**src/mips16_slice_settings.svh**
```systemverilog
`ifndef MIPS16_SLICE_SETTINGS_SVH
`define MIPS16_SLICE_SETTINGS_SVH

//////////////////////////////////////////////////
// Datapath widths
//////////////////////////////////////////////////
`define DATA_W      16  // Register and data width
`define REG_CNT     11  // R0-R7, SP, IH, T
`define REG_ADDR_W  4   // Register index width

//////////////////////////////////////////////////
// Fixed register indices
//////////////////////////////////////////////////
`define REG_SP      4'd8
`define REG_IH      4'd9
`define REG_T       4'd10
`define REG_NONE    4'd15  // Bubble or unused source

`endif

```
**src/mips16_slice_pkg.sv**
```systemverilog
`include "mips16_slice_settings.svh"

package mips16_slice_pkg;

	typedef logic [`DATA_W-1:0]     word_t;
	typedef logic [`REG_ADDR_W-1:0] reg_addr_t;

	typedef enum logic [3:0] {
		ADD,
		SUB,
		AND,
		OR,
		CMP,   // T = (op1 != op2)
		SLL,
		SRL,
		SRA,
		SRAV,  // op1 >>> op2[3:0]
		PASS   // Result is op1
	} alu_op_e;

	typedef struct packed {
		logic  valid;
		word_t instr;
		word_t pc;
	} instr_in_t;

	typedef struct packed {
		logic      valid;
		word_t     instr;
		word_t     pc;
		reg_addr_t src1;  // Read through port 1
		reg_addr_t src2;  // Read through port 2
		reg_addr_t dst;
		alu_op_e   alu_op;
	} dec_t;

	typedef struct packed {
		logic      valid;
		reg_addr_t dst;
		alu_op_e   alu_op;
		word_t     op1;
		word_t     op2;
	} exe_t;

	typedef struct packed {
		logic      valid;
		reg_addr_t dst;
		word_t     value;
	} wb_t;

endpackage

```
**src/alu_exe.sv**
```systemverilog
`timescale 1ns/10ps
`include "mips16_slice_settings.svh"

module alu_exe (
	input  logic                    clk,
	input  logic                    rst,
	input  logic                    hold,
	input  mips16_slice_pkg::exe_t  exe,
	output mips16_slice_pkg::word_t result,
	output mips16_slice_pkg::wb_t   wb
);
	import mips16_slice_pkg::*;

	logic [3:0] sh;  // Shift amounts stay below 16

	assign sh = exe.op2[3:0];

	//////////////////////////////////////////////////
	// ALU
	//////////////////////////////////////////////////
	always_comb begin
		case (exe.alu_op)
			ADD:  result = exe.op1 + exe.op2;
			SUB:  result = exe.op1 - exe.op2;
			AND:  result = exe.op1 & exe.op2;
			OR:   result = exe.op1 | exe.op2;
			CMP:  result = (exe.op1 == exe.op2) ? '0 : word_t'(1);  // Zero when equal
			SLL:  result = exe.op1 << sh;
			SRL:  result = exe.op1 >> sh;
			SRA,
			SRAV: result = word_t'($signed(exe.op1) >>> sh);
			PASS: result = exe.op1;
			default: result = exe.op1;
		endcase
	end

	//////////////////////////////////////////////////
	// Retire register
	//////////////////////////////////////////////////
	always_ff @(posedge clk) begin
		if (rst) begin
			wb.valid <= 1'b0;
			wb.dst   <= `REG_NONE;
		end else if (!hold) begin
			wb.valid <= exe.valid;
			wb.dst   <= exe.dst;
			wb.value <= result;  // Also feeds the register file
		end
	end

endmodule

```
**src/id_exe.sv**
```systemverilog
`timescale 1ns/10ps
`include "mips16_slice_settings.svh"

module id_exe (
	input  logic                     clk,
	input  logic                     rst,
	input  logic                     hold,
	input  logic                     flush,
	input  mips16_slice_pkg::dec_t   dec,
	input  mips16_slice_pkg::word_t  read_value1,
	input  mips16_slice_pkg::word_t  read_value2,
	output mips16_slice_pkg::exe_t   exe
);
	import mips16_slice_pkg::*;

	word_t    op1_nxt;
	word_t    op2_nxt;
	word_t    simm8;
	word_t    simm4;
	word_t    zimm8;
	word_t    shamt;
	logic [2:0] amt;

	//////////////////////////////////////////////////
	// Immediate forms
	//////////////////////////////////////////////////
	assign simm8 = {{(`DATA_W-8){dec.instr[7]}}, dec.instr[7:0]};
	assign simm4 = {{(`DATA_W-4){dec.instr[3]}}, dec.instr[3:0]};
	assign zimm8 = {{(`DATA_W-8){1'b0}}, dec.instr[7:0]};
	assign amt   = dec.instr[4:2];
	assign shamt = (amt == 3'd0) ? word_t'(8) : {{(`DATA_W-3){1'b0}}, amt};  // 0 shifts by 8

	//////////////////////////////////////////////////
	// Operand selection
	//////////////////////////////////////////////////
	always_comb begin
		op1_nxt = read_value1;  // Register forms by default
		op2_nxt = read_value2;
		case (dec.instr[15:11])
			5'b01001: op2_nxt = simm8;  // ADDIU
			5'b01000: op2_nxt = simm4;  // ADDIU3
			5'b01100: begin
				if (dec.instr[10:8] == 3'b011) begin  // ADDSP
					op2_nxt = simm8;
				end else begin                        // MTSP
					op2_nxt = '0;
				end
			end
			5'b01101: begin  // LI
				op1_nxt = zimm8;
				op2_nxt = '0;
			end
			5'b01111: begin  // MOVE
				op1_nxt = read_value2;
				op2_nxt = '0;
			end
			5'b11101: begin
				if (dec.instr[7:0] == 8'h40) begin  // MFPC
					op1_nxt = dec.pc + 1'b1;
					op2_nxt = '0;
				end
			end
			5'b11110: op2_nxt = '0;  // MFIH, MTIH
			5'b00110: begin          // SLL, SRL, SRA
				op1_nxt = read_value2;
				op2_nxt = shamt;
			end
			default: begin
				op1_nxt = read_value1;
				op2_nxt = read_value2;
			end
		endcase
	end

	//////////////////////////////////////////////////
	// Stage register
	//////////////////////////////////////////////////
	always_ff @(posedge clk) begin
		if (rst) begin
			exe.valid  <= 1'b0;
			exe.dst    <= `REG_NONE;
			exe.alu_op <= PASS;
		end else if (flush) begin
			exe.valid  <= 1'b0;  // Bubble even while held
			exe.dst    <= `REG_NONE;
			exe.alu_op <= PASS;
		end else if (!hold) begin
			exe.valid  <= dec.valid;
			exe.dst    <= dec.dst;
			exe.alu_op <= dec.alu_op;
			exe.op1    <= op1_nxt;
			exe.op2    <= op2_nxt;
		end
	end

endmodule

```
**src/instr_decode.sv**
```systemverilog
`timescale 1ns/10ps
`include "mips16_slice_settings.svh"

module instr_decode (
	input  logic                        clk,
	input  logic                        rst,
	input  logic                        hold,
	input  mips16_slice_pkg::instr_in_t in,
	output mips16_slice_pkg::dec_t      dec
);
	import mips16_slice_pkg::*;

	dec_t      nxt;
	logic      known;
	reg_addr_t rx;
	reg_addr_t ry;
	reg_addr_t rz;

	assign rx = {1'b0, in.instr[10:8]};
	assign ry = {1'b0, in.instr[7:5]};
	assign rz = {1'b0, in.instr[4:2]};

	//////////////////////////////////////////////////
	// Opcode decode
	//////////////////////////////////////////////////
	always_comb begin
		nxt        = '0;
		nxt.instr  = in.instr;
		nxt.pc     = in.pc;
		nxt.src1   = `REG_NONE;
		nxt.src2   = `REG_NONE;
		nxt.dst    = `REG_NONE;
		nxt.alu_op = PASS;
		known      = 1'b1;
		case (in.instr[15:11])
			5'b01001: begin  // ADDIU
				nxt.src1   = rx;
				nxt.dst    = rx;
				nxt.alu_op = ADD;
			end
			5'b01000: begin  // ADDIU3
				nxt.src1   = rx;
				nxt.dst    = ry;
				nxt.alu_op = ADD;
			end
			5'b01100: begin
				if (in.instr[10:8] == 3'b011) begin  // ADDSP
					nxt.src1   = `REG_SP;
					nxt.dst    = `REG_SP;
					nxt.alu_op = ADD;
				end else if (in.instr[10:8] == 3'b100 && in.instr[4:0] == 5'b00000) begin
					nxt.src1 = ry;  // MTSP
					nxt.dst  = `REG_SP;
				end else begin
					known = 1'b0;
				end
			end
			5'b01101: nxt.dst = rx;  // LI
			5'b01111: begin
				if (in.instr[4:0] == 5'b00000) begin  // MOVE
					nxt.src2 = ry;
					nxt.dst  = rx;
				end else begin
					known = 1'b0;
				end
			end
			5'b11100: begin
				nxt.src1 = rx;
				nxt.src2 = ry;
				nxt.dst  = rz;
				if (in.instr[1:0] == 2'b01) nxt.alu_op = ADD;       // ADDU
				else if (in.instr[1:0] == 2'b11) nxt.alu_op = SUB;  // SUBU
				else known = 1'b0;
			end
			5'b11101: begin
				nxt.src1 = rx;
				nxt.src2 = ry;
				nxt.dst  = rx;
				case (in.instr[4:0])
					5'b01100: nxt.alu_op = AND;
					5'b01101: nxt.alu_op = OR;
					5'b01010: begin
						nxt.alu_op = CMP;
						nxt.dst    = `REG_T;
					end
					5'b00111: begin  // SRAV ry <- ry >> rx
						nxt.src1   = ry;
						nxt.src2   = rx;
						nxt.dst    = ry;
						nxt.alu_op = SRAV;
					end
					5'b00000: begin  // MFPC, JR and JALR share this code
						nxt.src1 = `REG_NONE;
						nxt.src2 = `REG_NONE;
						known    = (in.instr[7:0] == 8'h40);
					end
					default: known = 1'b0;
				endcase
			end
			5'b11110: begin
				if (in.instr[7:0] == 8'h00) begin  // MFIH
					nxt.src1 = `REG_IH;
					nxt.dst  = rx;
				end else if (in.instr[7:0] == 8'h01) begin  // MTIH
					nxt.src1 = rx;
					nxt.dst  = `REG_IH;
				end else begin
					known = 1'b0;
				end
			end
			5'b00110: begin
				nxt.src2 = ry;
				nxt.dst  = rx;
				if (in.instr[1:0] == 2'b00) nxt.alu_op = SLL;
				else if (in.instr[1:0] == 2'b10) nxt.alu_op = SRL;
				else if (in.instr[1:0] == 2'b11) nxt.alu_op = SRA;
				else known = 1'b0;
			end
			default: known = 1'b0;  // NOP and the rest retire as bubbles
		endcase
		nxt.valid = in.valid && known;
		if (!nxt.valid) begin
			nxt.src1 = `REG_NONE;
			nxt.src2 = `REG_NONE;
			nxt.dst  = `REG_NONE;
		end
	end

	//////////////////////////////////////////////////
	// Decode register
	//////////////////////////////////////////////////
	always_ff @(posedge clk) begin
		if (rst) begin
			dec.valid <= 1'b0;
			dec.src1  <= `REG_NONE;
			dec.src2  <= `REG_NONE;
			dec.dst   <= `REG_NONE;
		end else if (!hold) begin
			dec <= nxt;
		end
	end

endmodule

```
**src/mips16_slice_top.sv**
```systemverilog
`timescale 1ns/10ps
`include "mips16_slice_settings.svh"

module mips16_slice_top (
	input  logic                        clk,
	input  logic                        rst,
	input  logic                        hold,
	input  logic                        flush,
	input  mips16_slice_pkg::instr_in_t in,
	output mips16_slice_pkg::wb_t       wb
);
	import mips16_slice_pkg::*;

	dec_t  dec;
	exe_t  exe;
	word_t rf_data1;
	word_t rf_data2;
	word_t fwd1;
	word_t fwd2;
	word_t result;

	//////////////////////////////////////////////////
	// Decode and operand read
	//////////////////////////////////////////////////
	instr_decode u_decode (
		.clk  (clk),
		.rst  (rst),
		.hold (hold),
		.in   (in),
		.dec  (dec)
	);

	reg_file u_regs (
		.clk      (clk),
		.rst      (rst),
		.rd_addr1 (dec.src1),
		.rd_addr2 (dec.src2),
		.rd_data1 (rf_data1),
		.rd_data2 (rf_data2),
		.wb       (wb)
	);

	operand_fwd u_fwd (
		.src1       (dec.src1),
		.src2       (dec.src2),
		.rf_data1   (rf_data1),
		.rf_data2   (rf_data2),
		.exe_dst    (exe.dst),
		.exe_result (result),
		.exe_valid  (exe.valid),
		.wb         (wb),
		.fwd1       (fwd1),
		.fwd2       (fwd2)
	);

	//////////////////////////////////////////////////
	// Operand stage and execute
	//////////////////////////////////////////////////
	id_exe u_id_exe (
		.clk         (clk),
		.rst         (rst),
		.hold        (hold),
		.flush       (flush),
		.dec         (dec),
		.read_value1 (fwd1),
		.read_value2 (fwd2),
		.exe         (exe)
	);

	alu_exe u_alu (
		.clk    (clk),
		.rst    (rst),
		.hold   (hold),
		.exe    (exe),
		.result (result),
		.wb     (wb)
	);

endmodule

```
**src/operand_fwd.sv**
```systemverilog
`timescale 1ns/10ps
`include "mips16_slice_settings.svh"

module operand_fwd (
	input  mips16_slice_pkg::reg_addr_t src1,
	input  mips16_slice_pkg::reg_addr_t src2,
	input  mips16_slice_pkg::word_t     rf_data1,
	input  mips16_slice_pkg::word_t     rf_data2,
	input  mips16_slice_pkg::reg_addr_t exe_dst,
	input  mips16_slice_pkg::word_t     exe_result,
	input  logic                        exe_valid,
	input  mips16_slice_pkg::wb_t       wb,
	output mips16_slice_pkg::word_t     fwd1,
	output mips16_slice_pkg::word_t     fwd2
);
	import mips16_slice_pkg::*;

	// Youngest producer wins
	function automatic word_t pick(input reg_addr_t src, input word_t rf_val,
			input logic x_valid, input reg_addr_t x_dst, input word_t x_result,
			input wb_t w);
		word_t value;
		value = rf_val;
		if (src != `REG_NONE) begin
			if (x_valid && (x_dst == src)) begin
				value = x_result;  // Still in the ALU
			end else if (w.valid && (w.dst == src)) begin
				value = w.value;   // Not yet in the register file
			end
		end
		return value;
	endfunction

	always_comb begin
		fwd1 = pick(src1, rf_data1, exe_valid, exe_dst, exe_result, wb);
		fwd2 = pick(src2, rf_data2, exe_valid, exe_dst, exe_result, wb);
	end

endmodule

```
**src/reg_file.sv**
```systemverilog
`timescale 1ns/10ps
`include "mips16_slice_settings.svh"

module reg_file (
	input  logic                        clk,
	input  logic                        rst,
	input  mips16_slice_pkg::reg_addr_t rd_addr1,
	input  mips16_slice_pkg::reg_addr_t rd_addr2,
	output mips16_slice_pkg::word_t     rd_data1,
	output mips16_slice_pkg::word_t     rd_data2,
	input  mips16_slice_pkg::wb_t       wb
);
	import mips16_slice_pkg::*;

	word_t regs [`REG_CNT];  // R0-R7, SP, IH, T

	// Addresses past the last register read as zero
	function automatic word_t read_port(input reg_addr_t addr);
		word_t value;
		value = '0;
		if (addr < `REG_CNT) begin
			value = regs[addr];
		end
		return value;
	endfunction

	//////////////////////////////////////////////////
	// Write port
	//////////////////////////////////////////////////
	always_ff @(posedge clk) begin
		if (rst) begin
			for (int i = 0; i < `REG_CNT; i++) begin
				regs[i] <= '0;
			end
		end else if (wb.valid && (wb.dst < `REG_CNT)) begin
			regs[wb.dst] <= wb.value;  // End of write-back cycle
		end
	end

	//////////////////////////////////////////////////
	// Read ports
	//////////////////////////////////////////////////
	always_comb begin
		rd_data1 = read_port(rd_addr1);
		rd_data2 = read_port(rd_addr2);
	end

endmodule

```
**config.mk**
```make
export PLATFORM = sky130hd
export DESIGN_NAME = mips16_slice_top
export DESIGN_NICKNAME = d
export VERILOG_FILES = /design/src/mips16_slice_pkg.sv /design/src/alu_exe.sv /design/src/id_exe.sv /design/src/instr_decode.sv /design/src/mips16_slice_top.sv /design/src/operand_fwd.sv /design/src/reg_file.sv
export VERILOG_INCLUDE_DIRS = /design/src
export SDC_FILE = /design/constraint.sdc
export NUM_CORES = 1
export LEC_CHECK = 0
export BUFFER_PORTS_ARGS = -buffer_cell sky130_fd_sc_hd__clkbuf_2
export CORE_MARGIN = 2
export CORE_UTILIZATION = 70
export CTS_BUF_LIST = sky130_fd_sc_hd__clkbuf_8
export DETAILED_ROUTE_END_ITERATION = 16
export MAX_ROUTING_LAYER = met4
export PLACE_DENSITY_LB_ADDON = 0.12
export SLEW_MARGIN = 20
export SYNTH_ARGS = -nofsm -noshare
export SYNTH_HDL_FRONTEND = slang
export SYNTH_SLANG_ARGS = --single-unit
```
**constraint.sdc**
```tcl
create_clock -name clk -period 12.8 [get_ports clk]
set_input_delay 1.92 -clock clk [delete_from_list [all_inputs] [get_ports clk]]
set_output_delay 1.92 -clock clk [all_outputs]
set_load 0.03 [all_outputs]
```
Word-level counts from Yosys, hierarchy flattened
Memory sizes are Yosys's and may differ from the RTL's. A register that Yosys moved wholly into a read port is not among the register bits.
Cells that the tools add are included.
{"block": "word_totals", "ff_bits": 111, "mem_bits_rw": 176, "output_inout_bits": 21, "elab_cells": 162, "memories": 1}
{"block": "classes", "add_sub_neg": 3, "order_cmp": 3, "eq_ne": 45, "n_shift": 3, "mux": 62, "bitwise": 5, "n_reduce_logical": 25}
{"memory": "u_regs.regs", "words": 11, "word_bits": 16, "rd": 2, "rd_ports_with_merged_regs": 2, "write_ports": 11, "line": "reg_file.sv:15", "text": "word_t regs [`REG_CNT];"}
{"op": "2-to-1 mux 16 bit", "count": 12}
{"op": "one-hot mux 16 bit (8 select lines)", "count": 1}
{"op": "one-hot mux 16 bit (6 select lines)", "count": 1}
{"op": "2-to-1 mux 4 bit", "count": 18}
{"op": "equality test 5 x 4 -> 1 bit, second input constant", "count": 13}
{"op": "one-hot mux 16 bit (3 select lines)", "count": 1}
{"op": "one-hot mux 4 bit (4 select lines)", "count": 2}
{"op": "one-hot mux 4 bit (7 select lines)", "count": 1}
{"op": "equality test 5 bit, second input constant", "count": 5}
{"op": "one-hot mux 4 bit (5 select lines)", "count": 1}
{"op": "adder 16 x 1 -> 16 bit, second input constant", "count": 1}
{"op": "adder 16 bit", "count": 1}
{"op": "AND 16 bit", "count": 1}
{"op": "equality test 16 bit", "count": 1}
{"op": "equality test 4 x 3 -> 1 bit, second input constant", "count": 4}
{"op": "equality test 4 bit", "count": 4}
{"op": "equality test 8 x 7 -> 1 bit, second input constant", "count": 2}
{"op": "2-to-1 mux 1 bit", "count": 16}
{"op": "bitwise OR 16 bit", "count": 1}
{"op": "one-hot mux 8 bit (2 select lines)", "count": 1}
{"op": "OR reduction 16 bit", "count": 1}
{"op": "<< shifter 16 x 4 -> 16 bit", "count": 1}
{"op": ">> shifter 16 x 4 -> 16 bit", "count": 1}
{"op": ">>> shifter 16 x 4 -> 16 bit", "count": 1}
{"op": "other kinds (31)", "count": 55}

Depth between registers and ports, before layout
{"block": "depth", "ltp_word": 9, "mapped_depth": 13, "mapped_depth_nobuf": 12}

Cells and area by module
A second synthesis with hierarchy kept.
{"block": "unflattened", "cells_unflattened": 1976, "area_unflattened_um2": 20239.4}
{"module": "reg_file", "n_inst": 1, "cells_each": 765, "area_per_inst_um2": 9887.0}
{"module": "alu_exe", "n_inst": 1, "cells_each": 636, "area_per_inst_um2": 4668.2}
{"module": "instr_decode", "n_inst": 1, "cells_each": 235, "area_per_inst_um2": 2462.4}
{"module": "id_exe", "n_inst": 1, "cells_each": 232, "area_per_inst_um2": 2318.5}
{"module": "operand_fwd", "n_inst": 1, "cells_each": 108, "area_per_inst_um2": 903.4}

Least setup slack after synthesis
OpenSTA, ideal clock, no wires.
{"block": "synth_timing", "kind": "in2reg", "from": "input port hold", "to": "register u_id_exe.exe[0] (netlist name)", "arrival_ns": 4.893, "t_required_ns": 12.339, "slack_ns": 7.446, "stages": 4, "path_buffers": 3, "cell_sequence": "clkbuf_1 buf_1 clkbuf_1 nor3_1"}
{"block": "synth_via", "elab_chain_cells": 2}
{"item": "start: declaration", "line": "mips16_slice_top.sv:7", "text": "input logic hold,"}
{"item": "inverter 1 bit (no line)"}
{"item": "AND reduction 3 bit (no line)"}
Every way passes these cells.
A chain may end at the register's enable or synchronous reset.

==> run metrics <==
status completed; Ports 58; Worst Tran Pin Value 1.07 ns; post-synthesis async set-or-reset flop share 0%; DRT iter0 DRCs 2883; critical path's slowest cell nand2b_1; CTS clk-pin slew, worst paths 0.06 ns; minimum clock period 4.68 ns; PwrDens roughly 110 nW/um2; GP Congestion 0.990; Final Max Slew Viols 0; largest net degree at the start of global routing 53; Cells after Synth 1993; hold crit path type flip-flop to flip-flop; Synth Area per Inst 11.6 um2; TritonRoute pass-1 iters 9; flop2flop setup slack 8.61 ns; Distinct cells, synth 88; Post-CTS Setup Inserts 0; leakage around 9.3 nW; Synth area leaders edfxtp_1 (42%), mux4_2 (16%), nor2_1 (4.9%), dfxtp_1 (4.4%), ha_1 (2.8%); Max Clock Freq roughly 0.21 GHz; cts hold-fix bufs 0; wire length per cell roughly 28 um; top cell type by total area after synthesis edfxtp_1; worst-skew pair later-pin latency 0.70 ns; Crit path required time around 13 ns; largest family of logic cells by synthesized area multiplexers; Tcrit/Tclk final 36.5%; CTS Sinks roughly 380; CTS H-tree lvls 2; row cnt 66; RSZ-0062 raised after global routing false; VDD IR-drop max approximately 0.00010 V; Die W approximately 190 um; critical setup path kind primary input to flip-flop; Post-synth EDFFs 324; GRT Util Overall around 44%; CTS max path bufs 3; global-route wire length before repair roughly 110 mm; Synth top area share 42.0%; Fin Setup TNS 0 ns; Final nets 2141; die area 34600 um2; combinational share of power under 10%; Slew HR 28.5%; CTS tree yes; Initial Util 71.2%; Top FF cell, synth edfxtp_1; Layout area overhead 7.38%; gr ovfl total 0; Sw Pwr between 0.0006 and 0.0007 W; Die Y-Extent 186 um; routed vias/inst 7.36; post-synthesis mux area share between 10% and 20%; Sequential Power Share a little over half; final wirelength 71.3 mm; internal power 0.00196 W; simple-gate share of the synthesized area between 10% and 20%; Synth Area in Adders 2.98%; max incr delay on CP a little under 0.9 ns; DRC errors left 0; power share of the clock group 38.2%; crit end category flip-flop; Cell Chain, Critical Path clkbuf_2, buf_4, nand2b_1, a21oi_1, buf_4, nor3b_1, nand2_1, nand2b_1; Core Footprint 32500 um2; Max-Cap Viols 0; dpl hpwl 48.8 mm; Worst setup SP type primary input; CP delay by family, top simple AND/OR/NAND/NOR gates; vias post-DR roughly 19000; Synth Area in XOR/XNOR around 1.4%; register bit total from synthesis roughly 380; Yosys warning count 0; final hold violations 0; Port Buffers 57; vias in the first global route 18000; initial antenna violation count 1; CP max FO between 50 and 60; Buf+Inv Stages, Crit Path 3; mapped cell area about 23000 um2; CP Data Arrival Time 4.96 ns; post-route ant nets 0; Util after Layout 76.5%; Synth Area in Compound Gates 13.1%; Post-CTS Resized 0; Switching Fraction 26.3%; Fin Clk Skew 0.0788 ns; sequential element share of the synthesized area 46.4%; CTS root buf clkbuf_8; CTS buffer count 58; layout cell share with drive strength beyond 1 17.1%; Final setup viols 0
[through the flow]
step	setup WS [ns]	instances	hold WS (ns)	instance area, um2	power [W]
floorplan	7.45	2072	0.432	23500	0.00157
global placement	7.94	2432	0.459	23700	0.00165
detailed placement	7.74	2432	0.444	23700	0.00166
CTS	8.28	2540	0.461	24900	0.00264
global route	7.94	2541	0.497	24900	0.00271
finish	8.12	2541	0.457	24900	0.00266
[Yosys cell counts (all sizes together) (20+ instances only)]
library cell / number
mux4: 181
a21oi: 101
a22o: 20
a21o: 20
inv: 83
clkbuf: 100
edfxtp: 324
mux2i: 24
nand2: 124
nor3: 36
nand2b: 28
a22oi: 26
o22ai: 24
nand3: 33
buf: 58
nor2: 301
dfxtp: 51
o21ai: 81
nor2b: 21
ha: 52
xor2: 20
o211ai: 21
[cell families after synthesis]
family / after synthesis
buffers and inverters: 244
AND/OR/NAND/NOR: 623
other: 1
AO/OA/AOI/OAI: 447
flip-flops: 375
multiplexers: 213
XOR/XNOR: 36
adder cells (fa/ha/maj): 54
[registers in the layout, summed over array words and instances, names as in the netlist, named ones only]
| register | count |
|---|---|
| u_decode.dec | 49 |
| u_alu.wb | 21 |
| u_regs.regs | 256 |
| u_id_exe.exe | 41 |
[layer usage]
metal,up-vias,part of all wire (%),track usage [%]
li1,7712,-,-
met1,8921,34,53.6
met2,1656,46,67.5
met3,411,13,10.4
met4,0,7.3,24.4
met5,-,0,-
[worst reg2reg max path, cell delays in order (launching register included)]
cell and delay [ns]:
edfxtp_1 0.33, buf_4 0.40, inv_1 0.45, ha_1 0.47, o21ba_2 0.24, a2111o_1 0.47, a21oi_1 0.38, a211oi_1 0.17
xnor2_1 0.26, o211ai_1 0.11, o22ai_1 0.35, o311ai_0 0.25
[worst paths after layout]
kind                                              startpoint                                to  depth (start not counted)
worst min register to register  u_decode.dec[4]$_SDFFE_PP1N_     u_id_exe.exe[36]$_SDFFE_PP1N_                          2
worst max-delay path                                     rst  u_regs.regs[8][12]$_SDFFCE_PN0P_                          8
worst max register to register     u_id_exe.exe[1]$_DFFE_PP_        u_id_exe.exe[13]$_DFFE_PP_                         11
worst min-delay path            u_decode.dec[4]$_SDFFE_PP1N_     u_id_exe.exe[36]$_SDFFE_PP1N_                          2
[power groups by stage]
stage               sequential (W)  clock (W)  combinational, W
floorplan                  0.00142          0          0.000156
global placement           0.00143          0          0.000216
detailed placement         0.00144          0          0.000220
CTS                        0.00141    0.00101          0.000221
global route               0.00142    0.00105          0.000243
finish                     0.00142    0.00102          0.000230
[layout by cell type, fill, tap and decap left out, types with 44 or more instances in the layout]
| cell type | n |
|---|---|
| edfxtp_1 | 324 |
| nor2_1 | 300 |
| mux4_2 | 164 |
| nand2_1 | 123 |
| inv_1 | 101 |
| a21oi_1 | 100 |
| conb_1 | 80 |
| o21ai_0 | 79 |
| clkbuf_8 | 58 |
| clkbuf_2 | 57 |
| ha_1 | 52 |
| dfxtp_1 | 44 |
[layout make-up]
type / instances / area, um2
diodes: 1 / 2.50
clock buffers: 58 / 798
clock inverters: 50 / 329
fillers: 2070 / 7660
inverters: 85 / 319
multi-input cells: 1453 / 11700
flip-flops and latches: 375 / 10800
well taps: 442 / 553
repair buffers: 77 / 435
Note: power is estimated with default switching activity, not from simulation.
